$ cat src/hdl/dot_pkg.sv
package dot_pkg;

    // fixed-point format of operands and results.
    localparam int q_bits = 10;

    // entries in each queue.
    localparam int fifo_depth = 8;

    // register word index, taken from adr[5:2].
    localparam logic [3:0] reg_x0     = 4'd0;
    localparam logic [3:0] reg_x1     = 4'd1;
    localparam logic [3:0] reg_x2     = 4'd2;
    localparam logic [3:0] reg_y0     = 4'd3;
    localparam logic [3:0] reg_y1     = 4'd4;
    localparam logic [3:0] reg_y2     = 4'd5;
    localparam logic [3:0] reg_push   = 4'd6;
    localparam logic [3:0] reg_status = 4'd7;
    localparam logic [3:0] reg_result = 4'd8;

    // bit positions in the status word.
    localparam int st_in_full   = 0;
    localparam int st_out_empty = 1;
    localparam int st_overflow  = 2;

    // one operand vector.
    typedef struct packed {
        logic signed [31:0] e2;
        logic signed [31:0] e1;
        logic signed [31:0] e0;
    } vec3_t;

    // payload of the input queue.
    typedef struct packed {
        vec3_t x;
        vec3_t y;
    } vec_pair_t;

    // wishbone classic request from host to slave.
    typedef struct packed {
        logic        cyc;
        logic        stb;
        logic        we;
        logic [5:0]  adr;
        logic [31:0] dat_w;
        logic [3:0]  sel;
    } wb_req_t;

    // wishbone classic response from slave to host.
    typedef struct packed {
        logic        ack;
        logic [31:0] dat_r;
    } wb_rsp_t;

endpackage

$ cat src/hdl/sync_fifo.sv
`timescale 1ns/1ps

module sync_fifo
    import dot_pkg::*;
#(
    parameter type payload_t = logic [31:0],
    parameter int  depth     = fifo_depth
) (
    input  logic     clock,
    input  logic     reset,
    input  logic     wr_en,
    input  payload_t din,
    input  logic     rd_en,
    output payload_t dout,
    output logic     full,
    output logic     empty
);

    typedef logic [$clog2(depth)-1:0]   ptr_t;
    typedef logic [$clog2(depth+1)-1:0] count_t;

    payload_t mem [depth];
    ptr_t     wr_ptr;
    ptr_t     rd_ptr;
    count_t   count;
    count_t   count_next;
    logic     wr_ok;
    logic     rd_ok;

    // writes into a full queue are dropped.
    assign wr_ok = wr_en && !full;
    assign rd_ok = rd_en && !empty;

    always_comb begin
        count_next = count;
        case ({wr_ok, rd_ok})
            2'b10:   count_next = count + 1'b1;
            2'b01:   count_next = count - 1'b1;
            default: count_next = count;
        endcase
    end

    always_ff @(posedge clock or posedge reset) begin
        if (reset) begin
            wr_ptr <= '0;
            rd_ptr <= '0;
            count  <= '0;
            full   <= 1'b0;
            empty  <= 1'b1;
        end else begin
            if (wr_ok) begin
                wr_ptr <= (wr_ptr == ptr_t'(depth - 1)) ? '0 : wr_ptr + 1'b1;
            end
            if (rd_ok) begin
                rd_ptr <= (rd_ptr == ptr_t'(depth - 1)) ? '0 : rd_ptr + 1'b1;
            end
            count <= count_next;
            full  <= (count_next == count_t'(depth));
            empty <= (count_next == '0);
        end
    end

    always_ff @(posedge clock) begin
        if (wr_ok) begin
            mem[wr_ptr] <= din;
        end
    end

    // fall-through head.
    assign dout = mem[rd_ptr];

    a_no_write_full: assert property (@(posedge clock) disable iff (reset) wr_en |-> !full)
        else $error("write into full queue");

    a_no_read_empty: assert property (@(posedge clock) disable iff (reset) rd_en |-> !empty)
        else $error("read from empty queue");

endmodule

$ cat config.mk
export PLATFORM = sky130hd
export DESIGN_NAME = sync_fifo
export DESIGN_NICKNAME = d
export VERILOG_FILES = /design/src/hdl/dot_pkg.sv /design/src/hdl/sync_fifo.sv
export SDC_FILE = /design/constraint.sdc
export NUM_CORES = 1
export LEC_CHECK = 0
export BUFFER_PORTS_ARGS = -buffer_cell sky130_fd_sc_hd__buf_2
export CAP_MARGIN = 15
export CORE_MARGIN = 3
export CORE_UTILIZATION = 60
export DETAILED_ROUTE_END_ITERATION = 10
export GPL_TIMING_DRIVEN = 1
export PLACE_DENSITY = 0.83
export SYNTH_ARGS = -nofsm -noshare
export SYNTH_HDL_FRONTEND = slang
export SYNTH_SLANG_ARGS = --single-unit
$ cat constraint.sdc
create_clock -name clock -period 11.9 [get_ports clock]
set_input_delay 3.57 -clock clock [delete_from_list [all_inputs] [get_ports clock]]
set_output_delay 3.57 -clock clock [all_outputs]
set_load 0.02 [all_outputs]
# Word-level counts from Yosys, hierarchy flattened
# Memories as Yosys holds them, arrays and structs flattened.
# Index checks and enable logic that the tools add are counted.
# totals
register_bits,12
ramBits,256
wordCells,25
n_memories,1
# op_classes
n_addsub,4
n_eq_ne,5
muxes,5
reduce_logical,5
# memory_table
memory,depth,word_bits,read_ports,rd_ports_with_merged_regs,write_ports,line_no,rtl
mem,8,32,1,0,1,sync_fifo.sv:22,payload_t mem [depth];
# ops
operator,count
4-bit one-hot mux with 2 select lines,1
3-bit by 1-bit adder with 3-bit output (second input constant),2
3-bit == test (second input constant),2
3-bit two-way mux,2
4-bit by 1-bit adder with 4-bit output (second input constant),1
4-bit == test (second input constant),1
4-bit zero test,1
4-bit by 1-bit subtractor with 4-bit output (second input constant),1
2-bit by 1-bit == test with 1-bit output (second input constant),1
2-bit == test (second input constant),1
1-bit logical AND,2
1-bit zero test,2
1-bit two-way mux,2

# Logic depth before layout (Yosys ltp)
# depth
ltp_word,5
ltp_mapped,12
ltp_nobuf,10

# Least setup slack after synthesis
# No wires, ideal clock.
# synth_path
path_type,input -> register
from,in wr_en
to,"mem mem[0][0] (netlist bit), enable pin"
setup_ps,501
arrival_time_ps,7144
required_time_ps,11399
slack_ps,4255
path_stages,5
n_path_buf,2
cell_sequence,nor2b_1 > buf_2 > inv_2 > clkbuf_1 > nor4_1
# synth_via
elab_chain_len,3
# synth_rtl
element,line_no,rtl
start: declaration,sync_fifo.sv:11,"input logic wr_en,"
1-bit logical AND,sync_fifo.sv:31,assign wr_ok = wr_en && !full;
1-bit two-way mux,sync_fifo.sv:64,if (wr_ok) begin
1-bit two-way mux (implied by the code),sync_fifo.sv:65,mem[wr_ptr] <= din;
end: declaration,sync_fifo.sv:22,
# Every way passes these cells.

==> flow_summary.ini <==
[synthesis]
ys_types = 37
syn_nets = 492
ys_ff_latch = 268
yosysWarningCount = 0
seq_area_frac_synth_pct = 77.5
ys.flop_type = edfxtp_1
async_flop_share_pct = 4.48
synth_area_leaders = edfxtp_1, mux4_2, mux2_2
avgSynthCellArea_um2 = 22.9
synth-edff-count = 256
synth_top_area_cell = edfxtp_1
synthesis.area_um2 = 10300
yosysTopAreaCellShare_pct = 74.5
syn_inst = 450

[power]
pwr-share-seq_pct = 43.8
combinationalPowerShare_pct = 29.4
power.density_nw_per_um2 = 253
power.switching_mw = 0.908
clockPowerShare_pct = 26.8
leakagePower_nw = 3.92
p_total_mw = 2.98
intPower_mw = 2.08
switching_share_pct = 30.4
peakVddDrop_mv = 0.197

[routing]
vias_per_cell = 6.10
dr.pass1.iters = 4
remaining_drc_errors = 0
ant_nets = 0
wl_mm = 19.5
drt-wirelength-per-cell_um = 25.2
first_iter_violations = 403
vias = 4723

[worst_hold_path]
holdPathEnd = count[3]
hold_depth = 1
worstHoldPathType = register to register
hold_start = count[3]

[worst_setup_path]
ff2ff_path_depth = 4
r2r-start = full
critPathKind = register to output port
r2r_end = mem[1][26]
worst-endpoint-arrival_ns = 3.11
crit_path_end_kind = output port
cp.required_ns = 8.33
critPathLaunchType = register
r2r_slack_ns = 8.96
crit_fanout = 48

[place]
post_dp_cell_area_um2 = 11000
hpwl_mm = 10.8
routabilityCongestion = 0.706
port-buffer-count = 69
dp.cells = 728

[layout]
seq_area_um2 = 8000
antenna_cells = 0
fillers = 983
fin_nets = 578
multi_input_area_um2 = 2260
final_cell_mix = edfxtp_1, buf_2, mux4_2, mux2_2, clkbuf_16
drive_above_1_share_pct = 42.1
final_cell_area_um2 = 11800
area_growth_pct = 14.5
instances_no_fill = 774
layout_commonest_cell = edfxtp_1

[grt]
antenna_found_initial = 2
grt_max_degree = 49
grt_pass1_wl_mm = 30.0
grt_pass1_vias = 5190
track_usage_pct = 21.9
grt.overflow.total = 0

[clock_tree]
cts_tree = done
clock_path_buffers = 3
cts-htree-levels = 1
cts_buffers = 26
cts_hold_buffers = 0
post_cts_resized = 0
cts-root-buf = clkbuf_16
clock_latency_ns = 0.53
clock_sinks = 268
post_cts_buffers = 0
clkTransAtPathRegs_ns = 0.06

[timing]
clock_skew_ns = 0.0145
setup_violations = 0
report.final.hold_viol_count = 0
maxSlewViolCount = 0
fin_crit_ns = 6.68
fmax_mhz = 150
rsz0062_at_grt = no
tns_ns = 0
holdWs_ns = 0.498
relSlewSlack_pct = 29.5
fin_crit_sh_pct = 56.1
max_slew.worst_pin.slew_ns = 1.05

[run_status]
status = finished, final reports clean

[die]
die_y_um = 137
initial_core_util_pct = 61.7
coreArea_um2 = 16700
num_rows = 47
ioPinCount = 70
fp.dieArea_um2 = 18800
die_width_um = 137

[job]
maxCapViolations = 0
## worst max-delay path, cell delays in order (launching register included)
cell,delay (ns)
dfrtp_4,0.66
buf_4,0.79
mux4_2,0.62
mux2_2,0.31
buf_2,0.17
## layout make-up
class / instances / share of cell area [%]
clock inverters: 15 / 1.40
clock buffers: 31 / 5.67
well taps: 220 / 2.33
inverters: 4 / 0.127
repair buffers: 80 / 3.62
flip-flops and latches: 268 / 67.7
multi-input cells: 156 / 19.1
## how the worst max path moves through the flow
| stage | startpoint | end | slack (ns) | cells after the start |
|---|---|---|---|---|
| after global placement | rd_ptr[0] | dout[23] | 5.72 | 4 |
| after CTS | rd_ptr[0] | dout[2] | 5.10 | 4 |
| after detailed placement | wr_en | mem[1][30] | 5.69 | 5 |
| after floorplan | wr_en | mem[0][0] | 4.25 | 5 |
| after global routing | rd_ptr[0] | dout[23] | 4.97 | 4 |
| final | rd_ptr[0] | dout[2] | 5.22 | 4 |
## cells by family (layout without fill, tap and decap cells)
family	Yosys count	count (layout)	synth area share, %
mux	97	97	17.6
buf+inv	26	130	1.10
xor+xnor	4	4	0.340
simple gates	39	39	2.07
compound gates	10	10	0.704
fa+ha+maj	6	6	0.728
flops	268	268	77.5
## per-stage QoR
stage	utilization (%)	setup WS, ns
floorplan	-	4.25
global placement	65.7	5.72
detailed placement	65.7	5.69
CTS	70.7	5.10
global route	70.7	4.97
finish	70.7	5.22
## registers in the layout, summed over array words and instances, names as in the netlist
signal  cells
empty       1
full        1
wr_ptr      3
mem       256
count       4
rd_ptr      3
## per-layer routing
layer / global-route usage (%) / share of wire (%) / routed length (um) / vias to the layer above
met1: 29.5 / 37 / 7250 / 2425
met4: 9.26 / 2.2 / 429 / 4
met2: 35.4 / 52 / 10100 / 202
met3: 4.45 / 8.7 / 1690 / 38
li1: - / - / - / 2054
met5: 0 / 0.13 / 25 / -
## power by group through the flow
stage,combinational (mW),sequential [mW],clock [mW]
finish,0.878,1.31,0.798
detailed placement,0.881,1.32,0
floorplan,0.688,1.26,0
CTS,0.893,1.31,0.814
global route,0.943,1.32,0.849
global placement,0.861,1.31,0
## cell usage after synthesis (all sizes together) (2+ instances only)
| cell type | count |
|---|---|
| o21ai | 2 |
| buf | 10 |
| nor2 | 5 |
| a21o | 2 |
| mux4 | 64 |
| edfxtp | 256 |
| nor3 | 6 |
| ha | 6 |
| mux2 | 33 |
| nor2b | 2 |
| nor3b | 2 |
| nand2 | 14 |
| inv | 4 |
| xnor2 | 3 |
| clkbuf | 12 |
| nand2b | 3 |
| dfrtp | 11 |
| nand3b | 3 |
(Power assumes the default switching activity.)
