--- src/hdl/dot_pkg.sv ---
package dot_pkg;

    // fixed-point format of operands and results.
    localparam int q_bits = 10;

    // entries in each queue.
    localparam int fifo_depth = 8;

    // register word index, taken from adr[5:2].
    localparam logic [3:0] reg_x0     = 4'd0;
    localparam logic [3:0] reg_x1     = 4'd1;
    localparam logic [3:0] reg_x2     = 4'd2;
    localparam logic [3:0] reg_y0     = 4'd3;
    localparam logic [3:0] reg_y1     = 4'd4;
    localparam logic [3:0] reg_y2     = 4'd5;
    localparam logic [3:0] reg_push   = 4'd6;
    localparam logic [3:0] reg_status = 4'd7;
    localparam logic [3:0] reg_result = 4'd8;

    // bit positions in the status word.
    localparam int st_in_full   = 0;
    localparam int st_out_empty = 1;
    localparam int st_overflow  = 2;

    // one operand vector.
    typedef struct packed {
        logic signed [31:0] e2;
        logic signed [31:0] e1;
        logic signed [31:0] e0;
    } vec3_t;

    // payload of the input queue.
    typedef struct packed {
        vec3_t x;
        vec3_t y;
    } vec_pair_t;

    // wishbone classic request from host to slave.
    typedef struct packed {
        logic        cyc;
        logic        stb;
        logic        we;
        logic [5:0]  adr;
        logic [31:0] dat_w;
        logic [3:0]  sel;
    } wb_req_t;

    // wishbone classic response from slave to host.
    typedef struct packed {
        logic        ack;
        logic [31:0] dat_r;
    } wb_rsp_t;

endpackage

--- src/hdl/dot_regs.sv ---
`timescale 1ns/1ps

module dot_regs
    import dot_pkg::*;
(
    input  logic        clock,
    input  logic        reset,
    input  wb_req_t     wb_req,
    output wb_rsp_t     wb_rsp,
    output logic        push_valid,
    output vec_pair_t   push_pair,
    input  logic        in_full,
    input  logic [31:0] out_head,
    input  logic        out_empty,
    output logic        out_rd_en
);

    logic        ack;
    logic [3:0]  word;
    logic        wr_cycle;
    logic        rd_cycle;
    logic        push_hit;
    logic        overflow;
    logic [31:0] status;
    logic [31:0] rd_data;
    vec3_t       x_reg;
    vec3_t       y_reg;

    // one ack per request and never two back to back.
    always_ff @(posedge clock or posedge reset) begin
        if (reset) begin
            ack <= 1'b0;
        end else begin
            ack <= wb_req.cyc && wb_req.stb && !ack;
        end
    end

    // the host holds its request through the ack cycle.
    assign word     = wb_req.adr[5:2];
    assign wr_cycle = ack && wb_req.we;
    assign rd_cycle = ack && !wb_req.we;
    assign push_hit = wr_cycle && (word == reg_push);

    assign push_valid = push_hit && !in_full;
    assign out_rd_en  = rd_cycle && (word == reg_result) && !out_empty;

    assign push_pair.x = x_reg;
    assign push_pair.y = y_reg;

    always_ff @(posedge clock or posedge reset) begin
        if (reset) begin
            x_reg <= '0;
            y_reg <= '0;
        end else if (wr_cycle) begin
            case (word)
                reg_x0:  x_reg.e0 <= wb_req.dat_w;
                reg_x1:  x_reg.e1 <= wb_req.dat_w;
                reg_x2:  x_reg.e2 <= wb_req.dat_w;
                reg_y0:  y_reg.e0 <= wb_req.dat_w;
                reg_y1:  y_reg.e1 <= wb_req.dat_w;
                reg_y2:  y_reg.e2 <= wb_req.dat_w;
                default: ;
            endcase
        end
    end

    // sticky until the host writes a one to clear it.
    always_ff @(posedge clock or posedge reset) begin
        if (reset) begin
            overflow <= 1'b0;
        end else if (push_hit && in_full) begin
            overflow <= 1'b1;
        end else if (wr_cycle && (word == reg_status) && wb_req.dat_w[st_overflow]) begin
            overflow <= 1'b0;
        end
    end

    always_comb begin
        status               = '0;
        status[st_in_full]   = in_full;
        status[st_out_empty] = out_empty;
        status[st_overflow]  = overflow;
    end

    always_comb begin
        case (word)
            reg_x0:     rd_data = x_reg.e0;
            reg_x1:     rd_data = x_reg.e1;
            reg_x2:     rd_data = x_reg.e2;
            reg_y0:     rd_data = y_reg.e0;
            reg_y1:     rd_data = y_reg.e1;
            reg_y2:     rd_data = y_reg.e2;
            reg_status: rd_data = status;
            reg_result: rd_data = out_empty ? '0 : out_head;
            default:    rd_data = '0;
        endcase
    end

    assign wb_rsp.ack   = ack;
    assign wb_rsp.dat_r = rd_data;

    a_single_ack: assert property (@(posedge clock) disable iff (reset) ack |=> !ack)
        else $error("ack held for two cycles");

endmodule

--- config.mk ---
export PLATFORM = sky130hd
export DESIGN_NAME = dot_regs
export DESIGN_NICKNAME = d
export VERILOG_FILES = /design/src/hdl/dot_pkg.sv /design/src/hdl/dot_regs.sv
export SDC_FILE = /design/constraint.sdc
export NUM_CORES = 1
export LEC_CHECK = 0
export BUFFER_PORTS_ARGS = -buffer_cell sky130_fd_sc_hd__buf_2
export CORE_ASPECT_RATIO = 1.75
export CORE_UTILIZATION = 46
export DETAILED_ROUTE_END_ITERATION = 8
export PLACE_DENSITY = 0.77
export REMOVE_ABC_BUFFERS = 1
export SETUP_SLACK_MARGIN = 0.2
export SLEW_MARGIN = 5
export SYNTH_ARGS = -nofsm -noshare
export SYNTH_HDL_FRONTEND = slang
export SYNTH_SLANG_ARGS = --single-unit
--- constraint.sdc ---
create_clock -name clock -period 6.1 [get_ports clock]
set_input_delay 1.22 -clock clock [delete_from_list [all_inputs] [get_ports clock]]
set_output_delay 1.22 -clock clock [all_outputs]
set_load 0.02 [all_outputs]
# Word-level counts from Yosys, hierarchy flattened
# Index checks and enable logic that the tools add are counted.
dict set report totals {
  register_bits 194
  word_cells 43
}
dict set report classes {
  eq_ne 8
  n_mux 4
  n_reduce_logical 23
}
# op count
set ops {}
lappend ops {{$pmux W32 S8} 1}
lappend ops {{$mux W32} 1}
lappend ops {{$eq A4 B3 Y1 const B} 4}
lappend ops {{$reduce_and A2 Y1} 6}
lappend ops {{$logic_and A1 B1 Y1} 11}
lappend ops {{$eq A4 B2 Y1 const B} 2}
lappend ops {{$eq A4 B1 Y1 const B} 1}
lappend ops {{$eq A4 B4 Y1 const B} 1}
lappend ops {{$logic_not A1 Y1} 4}
lappend ops {{$logic_not A4 Y1} 1}
lappend ops {{$mux W1} 2}
lappend ops {{$reduce_bool A2 Y1} 1}

# Longest topological paths before layout
# Gate-level depths: netlist of run 1.
dict set report depth {
  word_depth 5
  depth_mapped 6
  depth_no_buf 3
}

# Least setup slack after synthesis of run 1
# No wires, ideal clock.
dict set report synth_path {
  path_type {input to output}
  from {in wb_req[39] in the netlist's numbering}
  to {out push_valid}
  t_arrival_ns 2.492
  required_time_ns 4.880
  setup_slack_ns 2.388
  stages 4
  n_path_buf 3
  path_cell_list {buf_2 > buf_4 > buf_2 > nor4b_1}
}
dict set report synth_via {
  elab_chain_cells 3
}
# element line
set synth_lines {}
lappend synth_lines {{start, declared} dot_regs.sv:8} ;# input wb_req_t wb_req,
lappend synth_lines {{$eq A4 B3 Y1} dot_regs.sv:42} ;# assign push_hit = wr_cycle && (word == reg_push);
lappend synth_lines {{$logic_and A1 B1 Y1} dot_regs.sv:42}
lappend synth_lines {{$logic_and A1 B1 Y1} dot_regs.sv:44} ;# assign push_valid = push_hit && !in_full;
lappend synth_lines {{end, declared} dot_regs.sv:10} ;# output logic push_valid,
# No other way between the ends.

==> results of run 1 <==
-- final timing paths --
| kind | startpoint | slack (ps) | to | depth (start not counted) |
|---|---|---|---|---|
| max | wb_req[39] | 1520 | wb_rsp[17] | 6 |
| min | push_pair[147] | 530 | push_pair[147] | 1 |
| max reg2reg | ack | 3590 | push_pair[137] | 3 |
| min reg2reg | push_pair[147] | 530 | push_pair[147] | 1 |
| max in group asynchronous | reset | 3910 | push_pair[157] | 3 |
| min in group asynchronous | reset | 1060 | push_pair[140] | 2 |
-- metrics by stage --
stage | cell area, um^2 | cells | utilization [%]
final | 11500 | 1184 | 58.5
after global routing | 11500 | 1184 | 58.5
after CTS | 11500 | 1183 | 58.5
after detailed placement | 10900 | 1151 | 55.3
after global placement | 10900 | 1151 | 55.3
after floorplan | 8990 | 593 | -
-- final cells by class --
type	instances	share of cell area [%]
sequential	194	42.0
multi-input combinational	397	35.8
timing repair buffer	313	13.8
clock buffer	25	4.46
tap	245	2.65
clock inverter	7	1.03
inverter	2	0.130
antenna	1	0.0217
-- layer usage --
layer  global-route usage (%)  share of wire [%]
met1                     31.1                 38
met2                     45.8                 53
met3                     5.14                5.1
met4                     14.9                3.7
met5                        0                  0
-- worst reg2reg max path: cells and delay by family, from the launching register on --
family	cells	cell delay, ps
AND/OR/NAND/NOR	2	1290
multiplexers	1	650
flip-flops	1	430
-- sequential cells by signal, indices dropped and copies added (netlist names) --
name,flops
push_pair,192
ack,1
overflow,1
-- where the power goes --
part	switching (mW)	total (mW)	leakage (nW)	internal, mW
Combinational	0.447	0.766	3.47	0.319
Sequential	0.123	1.56	2.60	1.44
Clock	0.481	1.19	0.306	0.712
Total	1.05	3.52	6.38	2.47
-- cells in the final DEF (no fill, tap or decap), drive strengths merged, types with 2 or more instances in the layout --
master    Yosys  final
o22ai        30     30
buf          45    313
nor4b         2      2
o21ai         2      2
mux2i        61     61
clkinvlp      0      2
nand3         5      5
nand4b        2      2
dfrtp       194    194
a32o          4      4
and3b         2      2
inv           2      3
nor3b         2      2
and3          2      2
nand2         4      4
a2111o        4      4
a221o        28     28
or3b          6      6
nor2          3      3
nand3b        6      6
bufinv        0      3
clkbuf        5     25
or3           3      3
a21oi         6      6
mux2        216    216
-- cell families after synthesis --
family,count (synthesis),synth area share [%]
DFF,194,52.2
and+or+nand+nor,43,3.77
muxes,277,33.9
AOI/OAI and AO/OA,77,6.66
buffers and inverters,52,3.44
==> results.json, run 1 <==
{
  "insertion_delay_ps": 440,
  "synth_cell_type_count": 43,
  "cts_tree": "yes",
  "outcome": "finished, final reports clean",
  "drv_cap": 0,
  "cts-root-buf": "clkbuf_16",
  "synth_cells": 643,
  "clock.fmax_ghz": 0.218,
  "layout-drive-gt1-share_pct": 61.8,
  "die_x_um": 109,
  "dieArea_um2": 20800,
  "yosysTopAreaCell": "dfrtp_1",
  "finalCritPeriodShare_pct": 75.1,
  "synth_area_um2": 9300,
  "ioPinCount": 308,
  "grt_max_degree": 157,
  "post-synth-top-count-cell": "dfrtp_1",
  "crit_type": "in -> out",
  "yosys_warnings": 0,
  "required_ps": 4880,
  "htree_levels": 4,
  "grt_pass1_wl_um": 40600,
  "synth_common_cells": "dfrtp_1, mux2_2, mux2i_1",
  "clkSlewWorstSetupHoldPaths_ps": 70,
  "grt_setup_unrepaired": "false",
  "ys_ff_latch": 194,
  "crit_fanout": 42,
  "cts_buffer_depth": 2,
  "critical-path-slowest-cell": "nor4b_4",
  "nets": 1006,
  "gr-total-overflow": 0,
  "synth_top_cell_area_share_pct": 52.2,
  "slowest_delay_ps": 600,
  "cp.buffers_inverters": 3,
  "clock_sinks": 194,
  "fill_cells": 1641,
  "post_cts_buffers": 0,
  "worst_pin_slew_ps": 1230,
  "crit_path_cell_trace": "buf_4 -> nor2_2 -> nor4b_4 -> buf_4 -> a221o_1 -> buf_2",
  "start_kind": "primary input",
  "seqCellArea_um2": 4850,
  "critPathCaptureType": "primary output",
  "drt-pass1-iter-count": 4,
  "p_total_mw": 3.52,
  "viasPerCell": 5.81,
  "ant_nets": 0,
  "yosys-top-cells-area": "dfrtp_1, mux2_2, mux2i_1, mux2_4, a221o_1",
  "min_period_ps": 4580,
  "clock_skew_ps": 16.0,
  "coreArea_um2": 19700,
  "vdd_drop_max_mv": 0.224,
  "routedWlPerCell_um": 22.9,
  "leakagePower_nw": 6.38,
  "hp-class": "reg -> reg",
  "grt_pass1_vias": 6970,
  "setup_slack_ps": 1520,
  "cts_resized": 0,
  "pre_cts_ws_ps": 1510,
  "cp.arrival_ps": 3360,
  "wl_um": 27100,
  "synth_ff_type": "dfrtp_1",
  "synth-edff-count": 0,
  "cpMostUsedCell": "buf_4",
  "cp_top_family": "simple AND/OR/NAND/NOR gates",
  "relSlewSlack_pct": 17.7,
  "async_flop_share_pct": 100,
  "drc": 0,
  "antenna_found_initial": 1,
  "vias": 6884,
  "cts.hold.buffers_added": 0,
  "powerDensity_nw_per_um2": 305,
  "initial_core_util_pct": 47.1,
  "avgSynthCellArea_um2": 14.5,
  "area_delta_synth_final_pct": 24.2,
  "setup_violations": 0,
  "groute.usage.overall_pct": 26.8,
  "gp_congestion": 0.832,
  "dp_hpwl_um": 17900,
  "die_height_um": 190,
  "multiInputGateArea_um2": 4140,
  "whs_ps": 528,
  "synth-seq-area-share_pct": 52.2,
  "cts_buffers": 17,
  "setup_tns_ps": 0,
  "slew_violations": 0,
  "rows": 68,
  "finalHoldViolCount": 0,
  "drt_iter0_markers": 320,
  "port_buffers": 301
}
(Power assumes the default switching activity.)
==> inputs of run 2 (changes only) <==
- CORE_UTILIZATION: 46 -> 51
- PLACE_DENSITY: 0.77 -> 0.81
- clock period: 6.1 -> 4.65 ns (I/O delays scaled with it)
==> run 2 against run 1 <==
Hold slack lost 5.0 ps; clock skew shrank 5.6 ps; setup slack lost 760 ps; critical path depth is the same; total power grew 28%; flip-flop and latch count is the same; non-clock buffer count grew 3; cell area is essentially flat; die area shrank 9.7%; sequential share of layout area is essentially flat; largest power group unchanged.
==> results.json, run 2 (synthesized netlist as in run 1, its figures left out) <==
{
  "dp_hpwl_um": 17600,
  "slew_violations": 0,
  "groute.usage.overall_pct": 28.3,
  "viasPerCell": 5.95,
  "area_delta_synth_final_pct": 24.1,
  "post_cts_buffers": 0,
  "cts_buffers": 17,
  "worst_pin_slew_ps": 1130,
  "antenna_found_initial": 1,
  "grt_max_degree": 114,
  "setup_violations": 0,
  "hold-path-cell-count": 1,
  "critPathCaptureType": "primary output",
  "fin_area_um2": 11500,
  "gr-total-overflow": 0,
  "grt_pass1_vias": 7037,
  "port_buffers": 301,
  "drt_iter0_markers": 297,
  "nets": 1009,
  "clkSlewWorstSetupHoldPaths_ps": 70,
  "slowest_delay_ps": 430,
  "crit_path_cell_trace": "buf_2 -> buf_4 -> buf_4 -> mux2_2 -> a221o_1 -> buf_2",
  "powerDensity_nw_per_um2": 391,
  "dieArea_um2": 18800,
  "cts_buffer_depth": 2,
  "internal_power_mw": 3.08,
  "insertion_delay_ps": 440,
  "start_kind": "primary input",
  "die_x_um": 104,
  "grt_setup_unrepaired": "false",
  "cp.arrival_ps": 2960,
  "largest_reg_flops": 192,
  "die_height_um": 181,
  "final_common_cell": "buf_2",
  "ant_nets": 0,
  "hp-class": "reg -> reg",
  "layout-drive-gt1-share_pct": 62.2,
  "ioPinCount": 308,
  "vdd_drop_max_mv": 0.254,
  "placed_area_um2": 11000,
  "min_period_ps": 3890,
  "finalCritPeriodShare_pct": 83.7,
  "clock_sinks": 194,
  "clock_skew_ps": 10.4,
  "pre_cts_ws_ps": 782,
  "routedWlPerCell_um": 22.3,
  "outcome": "finished, final reports clean",
  "critical-path-slowest-cell": "buf_2",
  "layout_common_cells": "buf_2, dfrtp_1, mux2_2",
  "power.share.clock_pct": 32.3,
  "vias": 6992,
  "drv_cap": 0,
  "path_depth": 6,
  "coreArea_um2": 18000,
  "wl_um": 26300,
  "htree_levels": 4,
  "r2r_cells": 3,
  "gp_congestion": 0.838,
  "cts-root-buf": "clkbuf_16",
  "setup_slack_ps": 759,
  "leakagePower_nw": 6.38,
  "cp.buffers_inverters": 4,
  "cts_resized": 0,
  "swShare_pct": 31.8,
  "final_util_pct": 64.2,
  "p_sw_mw": 1.44,
  "fill_cells": 1407,
  "required_ps": 3720,
  "crit_fanout": 26,
  "cp_top_family": "buffers and inverters",
  "relSlewSlack_pct": 24.6,
  "drt-pass1-iter-count": 4,
  "p_comb_share_pct": 22.3,
  "cts.hold.buffers_added": 0,
  "cts_tree": "yes",
  "p_seq_share_pct": 45.4,
  "drc": 0,
  "clock.fmax_ghz": 0.257,
  "rows": 65,
  "crit_type": "in -> out",
  "finalHoldViolCount": 0,
  "initial_core_util_pct": 51.7,
  "grt_pass1_wl_um": 40500
}
[run 2: cell types whose count changed in the layout (fill, tap and decap cells not counted), sizes merged]
| cell | before | now |
|---|---|---|
| clkbuf | 25 | 18 |
| inv | 3 | 9 |
| clkinv | 1 | 4 |
| bufinv | 3 | 1 |
| buf | 313 | 316 |
[run 2: worst paths after layout]
path	startpoint	endpoint	slack, ps
setup / recovery	wb_req[38]	wb_rsp[23]	760
hold / removal	push_pair[165]	push_pair[165]	520
setup reg to reg	ack	push_pair[22]	2210
hold reg to reg	push_pair[165]	push_pair[165]	520
max in group asynchronous	reset	push_pair[106]	3090
min in group asynchronous	reset	push_pair[156]	620
[run 2: layout make-up]
type                       count  area (um^2)  area share [%]
clock inverter                14          144            1.25
inverter                       2         15.0           0.130
antenna                        1         2.50          0.0217
sequential                   194         4850            42.1
tap                          234          293            2.54
multi-input combinational    397         4140            35.8
timing repair buffer         316         1660            14.4
clock buffer                  18          439            3.80
[run 2: per-layer routing]
metal	share of wire, %	GRT usage [%]	vias to the layer above	routed length, um
li1	-	-	3012	-
met1	39	33.2	3592	10200
met2	54	50.5	333	14100
met3	4.5	5.10	55	1190
met4	3.1	11.9	0	805
met5	0	0	-	0
[run 2: metrics by stage]
| stage | setup TNS, ps | power [mW] | cells | hold WS (ps) |
|---|---|---|---|---|
| 2_1_floorplan | -303400 | 2.65 | 593 | 484 |
| 3_3_place_gp | 0 | 3.05 | 1143 | 501 |
| 3_5_place_dp | 0 | 3.08 | 1143 | 510 |
| 4_1_cts | 0 | 4.53 | 1175 | 527 |
| 5_1_grt | 0 | 4.68 | 1176 | 536 |
| 6_report | 0 | 4.51 | 1176 | 523 |
[run 2: power by group through the flow]
stage | Sequential [mW] | Clock, mW | Combinational, mW
after floorplan | 2.29 | 0 | 0.367
after global placement | 2.07 | 0 | 0.985
after detailed placement | 2.08 | 0 | 1.01
after CTS | 2.04 | 1.48 | 1.01
after global routing | 2.07 | 1.55 | 1.06
final | 2.05 | 1.46 | 1.01
